===== config.mk =====
export PLATFORM = sky130hd
export DESIGN_NAME = sif_monitor_top
export DESIGN_NICKNAME = d
export VERILOG_FILES = /design/src/design/sif_mon_pkg.sv /design/src/design/sif_monitor_top.sv /design/src/design/sif_event_counter.sv /design/src/design/sif_clkgate_window.sv /design/src/design/sif_cmd_decode.sv
export SDC_FILE = /design/constraint.sdc
export NUM_CORES = 1
export LEC_CHECK = 0
export BUFFER_PORTS_ARGS = -buffer_cell sky130_fd_sc_hd__buf_2
export CORE_ASPECT_RATIO = 0.5
export CORE_MARGIN = 2
export CORE_UTILIZATION = 47
export CTS_CLUSTER_DIAMETER = 120
export DETAILED_ROUTE_END_ITERATION = 16
export GPL_TIMING_DRIVEN = 0
export HOLD_SLACK_MARGIN = 0.02
export PLACE_DENSITY = 0.67
export SLEW_MARGIN = 20
export SYNTH_ARGS = -nofsm -noshare
export SYNTH_HDL_FRONTEND = slang
export SYNTH_SLANG_ARGS = --single-unit

===== constraint.sdc =====
create_clock -name hqm_sif_core -period 6.9 [get_ports hqm_sif_core]
set_clock_uncertainty 0.2 [all_clocks]
set_input_delay 2.07 -clock hqm_sif_core [delete_from_list [all_inputs] [get_ports hqm_sif_core]]
set_output_delay 2.07 -clock hqm_sif_core [all_outputs]
set_load 0.01 [all_outputs]

===== src/design/sif_mon_pkg.sv =====
`default_nettype none

package sif_mon_pkg;

    // cycles on each side of a clock gate drop.
    localparam int unsigned WIN_HALF = 8;
    localparam int unsigned WIN_LEN = 2 * WIN_HALF;

    // a window count spans 0 to WIN_LEN.
    localparam int unsigned WIN_CNT_W = $clog2(WIN_LEN + 1);

    localparam int unsigned CNT_W = 16;

    // enable history seen at a gate drop, oldest slot in the msb.
    localparam logic [WIN_LEN-1:0] GATE_PAT = {{WIN_HALF{1'b1}}, {WIN_HALF{1'b0}}};

    typedef enum logic [1:0] {
        RTYPE_P    = 2'd0,
        RTYPE_NP   = 2'd1,
        RTYPE_CPL  = 2'd2,
        RTYPE_RSVD = 2'd3
    } sif_rtype_e;

    typedef struct packed {
        sif_rtype_e  rtype;
        logic        ep;
        // data length in dwords.
        logic [9:0]  length;
    } sif_cmd_t;

    typedef struct packed {
        logic is_p;
        logic is_np;
        logic is_cpl;
        logic drop_flr;
        logic poisoned;
        logic malform;
    } sif_cls_t;

    typedef struct packed {
        logic [CNT_W-1:0] hazard_p;
        logic [CNT_W-1:0] hazard_np;
        logic [CNT_W-1:0] hazard_cpl;
        logic [CNT_W-1:0] gate_drops;
        logic [CNT_W-1:0] drop_flr;
        logic [CNT_W-1:0] poisoned;
        logic [CNT_W-1:0] malform;
    } sif_stats_t;

endpackage

`default_nettype wire

===== src/design/sif_monitor_top.sv =====
`timescale 1ns/1ps
`default_nettype none

module sif_monitor_top
    import sif_mon_pkg::*;
#(
    parameter int unsigned CNT_WIDTH = CNT_W
) (
    input  wire logic     hqm_sif_core,
    input  wire logic     i_rst_n,
    input  wire logic     i_cmd_put,
    input  wire sif_cmd_t i_cmd,
    input  wire logic     i_func_in_rst,
    input  wire logic     i_clk_enable_sys,
    input  wire logic     i_stats_clr,
    output logic          o_gate_hazard,
    output sif_stats_t    o_stats
);

    logic                 cls_v;
    sif_cls_t             cls;
    logic                 drop_v;
    logic [WIN_CNT_W-1:0] win_p;
    logic [WIN_CNT_W-1:0] win_np;
    logic [WIN_CNT_W-1:0] win_cpl;
    logic [CNT_WIDTH-1:0] hazard_p_cnt;
    logic [CNT_WIDTH-1:0] hazard_np_cnt;
    logic [CNT_WIDTH-1:0] hazard_cpl_cnt;
    logic [CNT_WIDTH-1:0] gate_drops_cnt;
    logic [CNT_WIDTH-1:0] drop_flr_cnt;
    logic [CNT_WIDTH-1:0] poisoned_cnt;
    logic [CNT_WIDTH-1:0] malform_cnt;

    sif_cmd_decode u_cmd_decode (
        .hqm_sif_core  (hqm_sif_core),
        .i_rst_n       (i_rst_n),
        .i_cmd_put     (i_cmd_put),
        .i_cmd         (i_cmd),
        .i_func_in_rst (i_func_in_rst),
        .o_cls_v       (cls_v),
        .o_cls         (cls)
    );

    sif_clkgate_window u_clkgate_window (
        .hqm_sif_core     (hqm_sif_core),
        .i_rst_n          (i_rst_n),
        .i_clk_enable_sys (i_clk_enable_sys),
        .i_cls_v          (cls_v),
        .i_cls            (cls),
        .o_drop_v         (drop_v),
        .o_win_p          (win_p),
        .o_win_np         (win_np),
        .o_win_cpl        (win_cpl),
        .o_gate_hazard    (o_gate_hazard)
    );

    // commands caught inside a gate drop window, per request type.
    sif_event_counter #(.WIDTH(CNT_WIDTH)) u_cnt_hazard_p (
        .hqm_sif_core (hqm_sif_core), .i_rst_n (i_rst_n), .i_clr (i_stats_clr),
        .i_inc_v (drop_v), .i_inc (win_p), .o_count (hazard_p_cnt)
    );

    sif_event_counter #(.WIDTH(CNT_WIDTH)) u_cnt_hazard_np (
        .hqm_sif_core (hqm_sif_core), .i_rst_n (i_rst_n), .i_clr (i_stats_clr),
        .i_inc_v (drop_v), .i_inc (win_np), .o_count (hazard_np_cnt)
    );

    sif_event_counter #(.WIDTH(CNT_WIDTH)) u_cnt_hazard_cpl (
        .hqm_sif_core (hqm_sif_core), .i_rst_n (i_rst_n), .i_clr (i_stats_clr),
        .i_inc_v (drop_v), .i_inc (win_cpl), .o_count (hazard_cpl_cnt)
    );

    sif_event_counter #(.WIDTH(CNT_WIDTH)) u_cnt_gate_drops (
        .hqm_sif_core (hqm_sif_core), .i_rst_n (i_rst_n), .i_clr (i_stats_clr),
        .i_inc_v (drop_v), .i_inc (WIN_CNT_W'(1)), .o_count (gate_drops_cnt)
    );

    // decoder error classes, one per strobe.
    sif_event_counter #(.WIDTH(CNT_WIDTH)) u_cnt_drop_flr (
        .hqm_sif_core (hqm_sif_core), .i_rst_n (i_rst_n), .i_clr (i_stats_clr),
        .i_inc_v (cls_v & cls.drop_flr), .i_inc (WIN_CNT_W'(1)), .o_count (drop_flr_cnt)
    );

    sif_event_counter #(.WIDTH(CNT_WIDTH)) u_cnt_poisoned (
        .hqm_sif_core (hqm_sif_core), .i_rst_n (i_rst_n), .i_clr (i_stats_clr),
        .i_inc_v (cls_v & cls.poisoned), .i_inc (WIN_CNT_W'(1)), .o_count (poisoned_cnt)
    );

    sif_event_counter #(.WIDTH(CNT_WIDTH)) u_cnt_malform (
        .hqm_sif_core (hqm_sif_core), .i_rst_n (i_rst_n), .i_clr (i_stats_clr),
        .i_inc_v (cls_v & cls.malform), .i_inc (WIN_CNT_W'(1)), .o_count (malform_cnt)
    );

    // narrower builds are zero extended into the stats fields.
    assign o_stats.hazard_p   = CNT_W'(hazard_p_cnt);
    assign o_stats.hazard_np  = CNT_W'(hazard_np_cnt);
    assign o_stats.hazard_cpl = CNT_W'(hazard_cpl_cnt);
    assign o_stats.gate_drops = CNT_W'(gate_drops_cnt);
    assign o_stats.drop_flr   = CNT_W'(drop_flr_cnt);
    assign o_stats.poisoned   = CNT_W'(poisoned_cnt);
    assign o_stats.malform    = CNT_W'(malform_cnt);

endmodule

`default_nettype wire


===== src/design/sif_event_counter.sv =====
`timescale 1ns/1ps
`default_nettype none

module sif_event_counter
    import sif_mon_pkg::*;
#(
    parameter int unsigned WIDTH = CNT_W
) (
    input  wire logic                 hqm_sif_core,
    input  wire logic                 i_rst_n,
    input  wire logic                 i_clr,
    input  wire logic                 i_inc_v,
    input  wire logic [WIN_CNT_W-1:0] i_inc,
    output logic [WIDTH-1:0]          o_count
);

    // wide enough for all-ones plus the largest increment.
    logic [WIDTH+WIN_CNT_W-1:0] sum;
    logic                       ovf;
    logic [WIDTH-1:0]           count_nxt;

    always_comb begin
        sum = (WIDTH + WIN_CNT_W)'(o_count) + (WIDTH + WIN_CNT_W)'(i_inc);
        ovf = |sum[WIDTH+WIN_CNT_W-1:WIDTH];
        if (ovf) begin
            count_nxt = '1;
        end else begin
            count_nxt = sum[WIDTH-1:0];
        end
    end

    // clear takes priority over a same-cycle increment.
    always_ff @(posedge hqm_sif_core or negedge i_rst_n) begin
        if (!i_rst_n) begin
            o_count <= '0;
        end else if (i_clr) begin
            o_count <= '0;
        end else if (i_inc_v) begin
            o_count <= count_nxt;
        end
    end

endmodule

`default_nettype wire


===== src/design/sif_clkgate_window.sv =====
`timescale 1ns/1ps
`default_nettype none

module sif_clkgate_window
    import sif_mon_pkg::*;
(
    input  wire logic        hqm_sif_core,
    input  wire logic        i_rst_n,
    input  wire logic        i_clk_enable_sys,
    input  wire logic        i_cls_v,
    input  wire sif_cls_t    i_cls,
    output logic             o_drop_v,
    output logic [WIN_CNT_W-1:0] o_win_p,
    output logic [WIN_CNT_W-1:0] o_win_np,
    output logic [WIN_CNT_W-1:0] o_win_cpl,
    output logic             o_gate_hazard
);

    logic                 en_d;
    logic [WIN_LEN-1:0]   en_hist_q;
    logic [WIN_LEN-1:0]   p_hist_q;
    logic [WIN_LEN-1:0]   np_hist_q;
    logic [WIN_LEN-1:0]   cpl_hist_q;
    logic [WIN_LEN-1:0]   en_hist_nxt;
    logic [WIN_LEN-1:0]   p_hist_nxt;
    logic [WIN_LEN-1:0]   np_hist_nxt;
    logic [WIN_LEN-1:0]   cpl_hist_nxt;
    logic                 drop_match;
    logic                 any_cmd;
    logic [WIN_CNT_W-1:0] cnt_p;
    logic [WIN_CNT_W-1:0] cnt_np;
    logic [WIN_CNT_W-1:0] cnt_cpl;

    function automatic logic [WIN_CNT_W-1:0] popcount(input logic [WIN_LEN-1:0] vec);
        logic [WIN_CNT_W-1:0] cnt;
        cnt = '0;
        for (int i = 0; i < WIN_LEN; i++) begin
            cnt = cnt + WIN_CNT_W'(vec[i]);
        end
        return cnt;
    endfunction

    // en_d lines the enable up with the decoder output, so slot 0 of
    // every history below refers to the same input cycle.
    always_comb begin
        en_hist_nxt  = {en_hist_q[WIN_LEN-2:0], en_d};
        p_hist_nxt   = {p_hist_q[WIN_LEN-2:0], i_cls_v & i_cls.is_p};
        np_hist_nxt  = {np_hist_q[WIN_LEN-2:0], i_cls_v & i_cls.is_np};
        cpl_hist_nxt = {cpl_hist_q[WIN_LEN-2:0], i_cls_v & i_cls.is_cpl};
    end

    // matching on the next history saves a cycle of latency.
    always_comb begin
        drop_match = (en_hist_nxt == GATE_PAT);
        cnt_p      = popcount(p_hist_nxt);
        cnt_np     = popcount(np_hist_nxt);
        cnt_cpl    = popcount(cpl_hist_nxt);
        any_cmd    = |(p_hist_nxt | np_hist_nxt | cpl_hist_nxt);
    end

    always_ff @(posedge hqm_sif_core or negedge i_rst_n) begin
        if (!i_rst_n) begin
            en_d       <= 1'b1;
            en_hist_q  <= '1;
            p_hist_q   <= '0;
            np_hist_q  <= '0;
            cpl_hist_q <= '0;
        end else begin
            en_d       <= i_clk_enable_sys;
            en_hist_q  <= en_hist_nxt;
            p_hist_q   <= p_hist_nxt;
            np_hist_q  <= np_hist_nxt;
            cpl_hist_q <= cpl_hist_nxt;
        end
    end

    always_ff @(posedge hqm_sif_core or negedge i_rst_n) begin
        if (!i_rst_n) begin
            o_drop_v      <= 1'b0;
            o_gate_hazard <= 1'b0;
            o_win_p       <= '0;
            o_win_np      <= '0;
            o_win_cpl     <= '0;
        end else begin
            o_drop_v      <= drop_match;
            o_gate_hazard <= drop_match & any_cmd;
            o_win_p       <= drop_match ? cnt_p : '0;
            o_win_np      <= drop_match ? cnt_np : '0;
            o_win_cpl     <= drop_match ? cnt_cpl : '0;
        end
    end

endmodule

`default_nettype wire


===== src/design/sif_cmd_decode.sv =====
`timescale 1ns/1ps
`default_nettype none

module sif_cmd_decode
    import sif_mon_pkg::*;
(
    input  wire logic     hqm_sif_core,
    input  wire logic     i_rst_n,
    input  wire logic     i_cmd_put,
    input  wire sif_cmd_t i_cmd,
    input  wire logic     i_func_in_rst,
    output logic          o_cls_v,
    output sif_cls_t      o_cls
);

    logic     malform;
    logic     drop_flr;
    logic     accepted;
    logic     is_req;
    sif_cls_t cls_d;

    // a posted write must carry data, and type 3 is reserved.
    always_comb begin
        malform = (i_cmd.rtype == RTYPE_RSVD) ||
                  ((i_cmd.rtype == RTYPE_P) && (i_cmd.length == '0));
    end

    // requests to a function in reset are dropped, completions always pass.
    always_comb begin
        is_req   = (i_cmd.rtype == RTYPE_P) || (i_cmd.rtype == RTYPE_NP);
        drop_flr = !malform && i_func_in_rst && is_req;
        accepted = !malform && !drop_flr;
    end

    always_comb begin
        cls_d          = '0;
        cls_d.is_p     = accepted && (i_cmd.rtype == RTYPE_P);
        cls_d.is_np    = accepted && (i_cmd.rtype == RTYPE_NP);
        cls_d.is_cpl   = accepted && (i_cmd.rtype == RTYPE_CPL);
        cls_d.drop_flr = drop_flr;
        cls_d.poisoned = accepted && i_cmd.ep;
        cls_d.malform  = malform;
    end

    always_ff @(posedge hqm_sif_core or negedge i_rst_n) begin
        if (!i_rst_n) begin
            o_cls_v <= 1'b0;
        end else begin
            o_cls_v <= i_cmd_put;
        end
    end

    // class flags are only looked at together with o_cls_v.
    always_ff @(posedge hqm_sif_core) begin
        if (i_cmd_put) begin
            o_cls <= cls_d;
        end
    end

endmodule

`default_nettype wire


==> results.tsv, run 1 <==
metric	value	unit
syn_to_final_growth	16.18	%
avgSynthCellArea	10.57	µm²
cts.sinks	197	
routed_wl	25230	µm
multi_input_area	4621	µm²
p_per_area	224.1	nW/µm²
r2r_start	u_cmd_decode.o_cls_v	
dp_hpwl	18040	µm
use_met1	0.3400	
fin_crit_sh	0.6779	
core-area	20790	µm²
post_cts_buffers	0	
post_drt_wl_per_cell	18.18	µm
die_y	107.5	µm
met2_usage	0.3562	
yosys.area.top_type	dfrtp_1	
place_ws	2.224	ns
fmax	213.8	MHz
nets	1188	
syn-cell-area	10060	µm²
die_w	210.9	µm
status	finished clean	
vias	8055	
grt.busiest_layer	met2	
slew_violations	0	
cts_htree_levels	4	
synth_area_leaders	dfrtp_1 (44%), fa_1 (6.6%), ha_1 (4.2%)	
nFillCells	1811	
ir_worst_vdd	0.0001557	V
syn-instance-count	952	
grt_max_degree	99	
cts_buffer_depth	2	
holdPathEnd	u_clkgate_window.en_hist_q[13]	
finalHoldViolCount	0	
grt_pass1_vias	7666	
reg2reg_setup_slack	2.22	ns
detail-route-antenna-nets	0	
synth_warnings	0	
cp.required	6.99	ns
grt_pass1_wl	41080	µm
place_congestion	0.8809	
cts_tree	done	
antenna_found_initial	0	
drive_above_1_share	0.1767	
grt_util_all_layers	0.2327	
reg2reg_depth	14	
detail_route.iter0.violations	691	
mostFrequentLayoutCells	dfrtp_1 (175), buf_2 (132), inv_1 (84), nor2_1 (75), a21oi_1 (59)	
holdBufCountCts	0	
reg2reg_to	u_clkgate_window.o_win_p[3]	
async_flop_share	0.9695	
die-area	22660	µm²
synthFlopType	dfrtp_1	
worst_ep_arrival_time	4.77	ns
ys_seq_elements	197	
ys_seq_area_frac	0.4950	
slew_headroom	0.4628	
cp_max_fo	10	
synth-edff-count	6	
synth_cell_type_count	66	
io_buffers	130	
grt_remaining_overflow	0	
timing.final.ws_setup	2.222	ns
setup_viol	0	
period_minus_slack	4.678	ns
critPathLaunch	u_cmd_decode.o_cls_v	
p_leak	5.495	nW
start_kind	register	
synth_top_cell_area_share	0.4353	
holdPathStages	0	
seqCellArea	4980	µm²
crit_path_end_kind	register	
drt_first_pass_iters	5	
rsz0062_at_grt	false	
min_path_type	reg -> reg	
synth_fp_nets	1038	
worstHoldStart	u_clkgate_window.en_hist_q[12]	
ios	132	
final_common_cell	dfrtp_1	
drv_cap	0	
postCtsResizedCells	0	
path_clk_slew	0.07	ns
clock_latency	0.45	ns
drc	0	
crit_type	reg -> reg	
row_count	37	
viasPerCell	5.803	
numCtsBuffers	17	
tightest_slew	0.8059	ns
met3_usage	0.04492	
diodes	0	
floorplan.initialDensity	0.4840	
fin_setup_tns	0	ns
clock-root-buffer	clkbuf_16	
==> layer usage <==
metal / up-vias / share of wire
met5: - / 0
met4: 0 / 0.016
met3: 33 / 0.051
met2: 228 / 0.46
met1: 4018 / 0.47
li1: 3776 / -
==> sequential cells by signal, indices dropped and copies added (netlist names), 5 cells and up <==
name,cells
u_cnt_drop_flr.o_count,16
u_cnt_gate_drops.o_count,16
u_cnt_hazard_cpl.o_count,16
u_cnt_hazard_np.o_count,16
u_cnt_hazard_p.o_count,16
u_cnt_malform.o_count,16
u_cnt_poisoned.o_count,16
u_clkgate_window.cpl_hist_q,15
u_clkgate_window.en_hist_q,15
u_clkgate_window.np_hist_q,15
u_clkgate_window.p_hist_q,15
u_cmd_decode.o_cls,6
u_clkgate_window.o_win_cpl,5
u_clkgate_window.o_win_np,5
u_clkgate_window.o_win_p,5
==> worst max-delay path, stage by stage, from the launching register on <==
cell	delay, ns
dfrtp_1	0.40
buf_2	0.22
and2_1	0.20
fa_1	0.54
inv_1	0.05
fa_1	0.46
fa_1	0.43
fa_1	0.52
fa_1	0.56
inv_1	0.07
ha_1	0.29
a21o_1	0.18
a21oi_1	0.17
xor2_1	0.16
nor2_1	0.07
==> power by group <==
group / internal, W / leakage, nW / switching [W]
combinational: 0.000153 / 2.59 / 0.000218
sequential: 0.00119 / 2.62 / 0.0000255
clock: 0.000581 / 0.292 / 0.000452
total: 0.00192 / 5.50 / 0.000695
==> cells by family (layout without fill, tap and decap cells) <==
| logic type | Yosys count | in the layout | synth area share |
|---|---|---|---|
| AND/OR/NAND/NOR | 332 | 332 | 0.1854 |
| XOR/XNOR | 16 | 16 | 0.01393 |
| multiplexers | 5 | 5 | 0.005100 |
| AO/OA/AOI/OAI | 219 | 219 | 0.1469 |
| flip-flops | 197 | 197 | 0.4950 |
| buffers and inverters | 116 | 279 | 0.04565 |
| adder cells (fa/ha/maj) | 67 | 67 | 0.1080 |
==> cells in the mapped netlist, drive strengths merged, types with 28 or more instances <==
master / instances
inv: 84
a211oi: 31
ha: 34
nand3: 35
o21ai: 30
and3: 31
fa: 33
dfrtp: 175
a21oi: 60
and2: 28
nor2: 76
nor3: 42
==> worst max path at each step <==
stage                                  endpoint  slack (ns)
finish              u_clkgate_window.o_win_p[3]        2.22
global route        u_clkgate_window.o_win_p[3]        2.04
CTS                 u_clkgate_window.o_win_p[3]        2.21
detailed placement  u_clkgate_window.o_win_p[3]        2.22
global placement      u_cnt_malform.o_count[10]        0.44
floorplan           u_clkgate_window.o_win_p[3]        2.59
==> stage by stage <==
step	instance area, µm²	instances	power [W]	utilization	hold slack, ns
after CTS	11690	1388	0.002648	0.5623	0.1637
after global routing	11690	1388	0.002769	0.5623	0.1693
after detailed placement	11090	1356	0.001612	0.5335	0.1565
after global placement	11050	1355	0.001586	0.5317	0.1549
final	11690	1388	0.002619	0.5623	0.1599
after floorplan	10060	952	0.001490	-	0.1538
==> cell type report <==
class / count / area share
Sequential cell: 197 / 0.4261
Multi-Input combinational cell: 639 / 0.3954
Timing Repair Buffer: 131 / 0.05888
Clock buffer: 20 / 0.03822
Tap cell: 273 / 0.02923
Inverter: 84 / 0.02698
Clock inverter: 12 / 0.01295
Buffer: 32 / 0.01231
Power figures use the tool's default switching activity.
==> inputs of run 2 (changes only) <==
Settings changed: ABC_AREA from default to 1, PLACE_DENSITY 0.67 to 0.66.
Clock period 6.9 ns to 4.66 ns, I/O delays scaled along.
==> results.tsv, run 2 <==
metric	value	unit
postCtsResizedCells	0	
path_clk_slew	0.08	ns
final_util	0.5481	
row_count	40	
die-area	25550	µm²
ys_seq_area_frac	0.4376	
rsz0062_at_grt	false	
cts_buffer_depth	2	
fmax	223.5	MHz
crit_path_end_kind	register	
detail_route.iter0.violations	606	
crit_slowest_cell	fa_1	
detail-route-antenna-nets	0	
dp_cells	1906	
drc	0	
synthFlopType	dfrtp_1	
setup_viol	0	
met2_usage	0.3799	
timing.critical_path.cells	nand2_1 -> inv_1 -> fa_1 -> inv_1 -> fa_1 -> fa_1 -> fa_1 -> fa_1 -> inv_1 -> ha_1 -> fa_1 -> nand2_1 -> inv_1 -> o21ai_0 -> nor2_1	
slew_violations	0	
place_ws	0.1501	ns
grt_remaining_overflow	0	
syn-instance-count	1459	
yosys.area.top_type	dfrtp_1	
worst-path-buf-inv	4	
synth_fp_nets	1545	
diodes	0	
holdBufCountCts	0	
grt_max_degree	89	
grt.busiest_layer	met2	
multi_input_area	5527	µm²
worst_ep_arrival_time	4.60	ns
nFillCells	2275	
met3_usage	0.04431	
fin_crit_sh	0.9601	
cts_htree_levels	4	
io_buffers	130	
status	finished clean	
numCtsBuffers	17	
crit_type	reg -> reg	
grt_pass1_wl	46760	µm
cp_top_family	adder cells	
core-area	23870	µm²
use_met1	0.3097	
timing.final.ws_setup	0.1858	ns
slew_headroom	0.4094	
p_leak	7.019	nW
cp.required	4.78	ns
cts.sinks	197	
grt_util_all_layers	0.2287	
cts_tree	done	
drt_first_pass_iters	6	
vias	9958	
synth_warnings	0	
synth-edff-count	6	
avgSynthCellArea	7.800	µm²
grt_pass1_vias	9620	
die_w	224.1	µm
tightest_slew	0.8859	ns
async_flop_share	0.9695	
syn-cell-area	11380	µm²
layout.cells.non_filler	1938	
cp_max_fo	6	
synth_top_cell_area_share	0.3848	
max_stage_delay	0.56	ns
ir_worst_vdd	0.0002386	V
min_path_type	reg -> reg	
nets	1696	
synth.most_common_cell	nand2_1	
final_common_cell	nand2_1	
routed_wl	27630	µm
die_y	114.0	µm
start_kind	register	
syn_to_final_growth	14.96	%
drive_above_1_share	0.1436	
ys_seq_elements	197	
post_drt_wl_per_cell	14.25	µm
antenna_found_initial	0	
finalHoldViolCount	0	
period_minus_slack	4.474	ns
synth_cell_type_count	39	
place_congestion	0.8997	
clock-root-buffer	clkbuf_16	
synth_area_leaders	dfrtp_1 (38%), nand2_1 (17%), inv_1 (6.6%)	
dp_hpwl	20460	µm
seqCellArea	4981	µm²
p_per_area	294.3	nW/µm²
floorplan.initialDensity	0.4767	
crit_top_cell	fa_1	
mostFrequentLayoutCells	nand2_1 (503), inv_1 (200), dfrtp_1 (174), buf_2 (134), nand3_1 (126)	
clock_latency	0.46	ns
drv_cap	0	
post_cts_buffers	0	
viasPerCell	5.138	
synth_top_cells_by_count	nand2_1 (504), inv_1 (200), dfrtp_1 (175)	
power	0.003851	W
ios	132	
==> run 2: area by class of cell <==
class                   count  area share
multi-input cells        1039      0.4224
flip-flops and latches    197      0.3807
inverters                 203     0.05824
repair buffers            132     0.05470
clock buffers              19     0.03462
well taps                 315     0.03012
clock inverters            13     0.01042
plain buffers              20    0.008798
==> run 2: per-layer routing <==
layer  up-vias  routed length, µm
li1       4900                  -
met1      4781              12920
met2       246              13050
met3        31               1352
met4         0                308
met5         -                  0
==> run 2: power breakdown <==
group	total (W)	leakage, nW	internal (W)	switching, W
Clock	0.00149	0.283	0.000783	0.000711
Sequential	0.00179	2.62	0.00176	0.0000274
Combinational	0.000568	4.12	0.000218	0.000349
==> run 2: kinds of logic (layout without fill, tap and decap cells) <==
logic type,Yosys count,after routing,synth area share
compound gates,105,105,0.04925
xor+xnor,26,26,0.02001
fa+ha+maj,67,67,0.09543
buf+inv,223,387,0.07707
flops,197,197,0.4376
simple gates,841,841,0.3207
==> run 2: path summary, 6_finish.rpt <==
check	start	to	slack [ns]	depth (start not counted)
worst min-delay path	u_clkgate_window.en_hist_q[9]	u_clkgate_window.en_hist_q[10]	0.16	0
max in group asynchronous	i_rst_n	u_cnt_hazard_p.o_count[15]	2.55	3
worst max-delay path	u_cmd_decode.o_cls_v	u_clkgate_window.o_win_p[4]	0.19	15
worst max register to register	u_cmd_decode.o_cls_v	u_clkgate_window.o_win_p[4]	0.19	15
worst min register to register	u_clkgate_window.en_hist_q[9]	u_clkgate_window.en_hist_q[10]	0.16	0
min in group asynchronous	i_rst_n	u_cnt_malform.o_count[5]	0.61	1
==> run 2: per-stage QoR <==
step	cell area (µm²)	setup TNS (ns)	hold WS, ns
after floorplan	11380	0	0.1537
after global placement	12430	-205.42	0.1561
after detailed placement	12490	0	0.1559
after CTS	13080	0	0.1662
after global routing	13080	0	0.1721
final	13080	0	0.1628
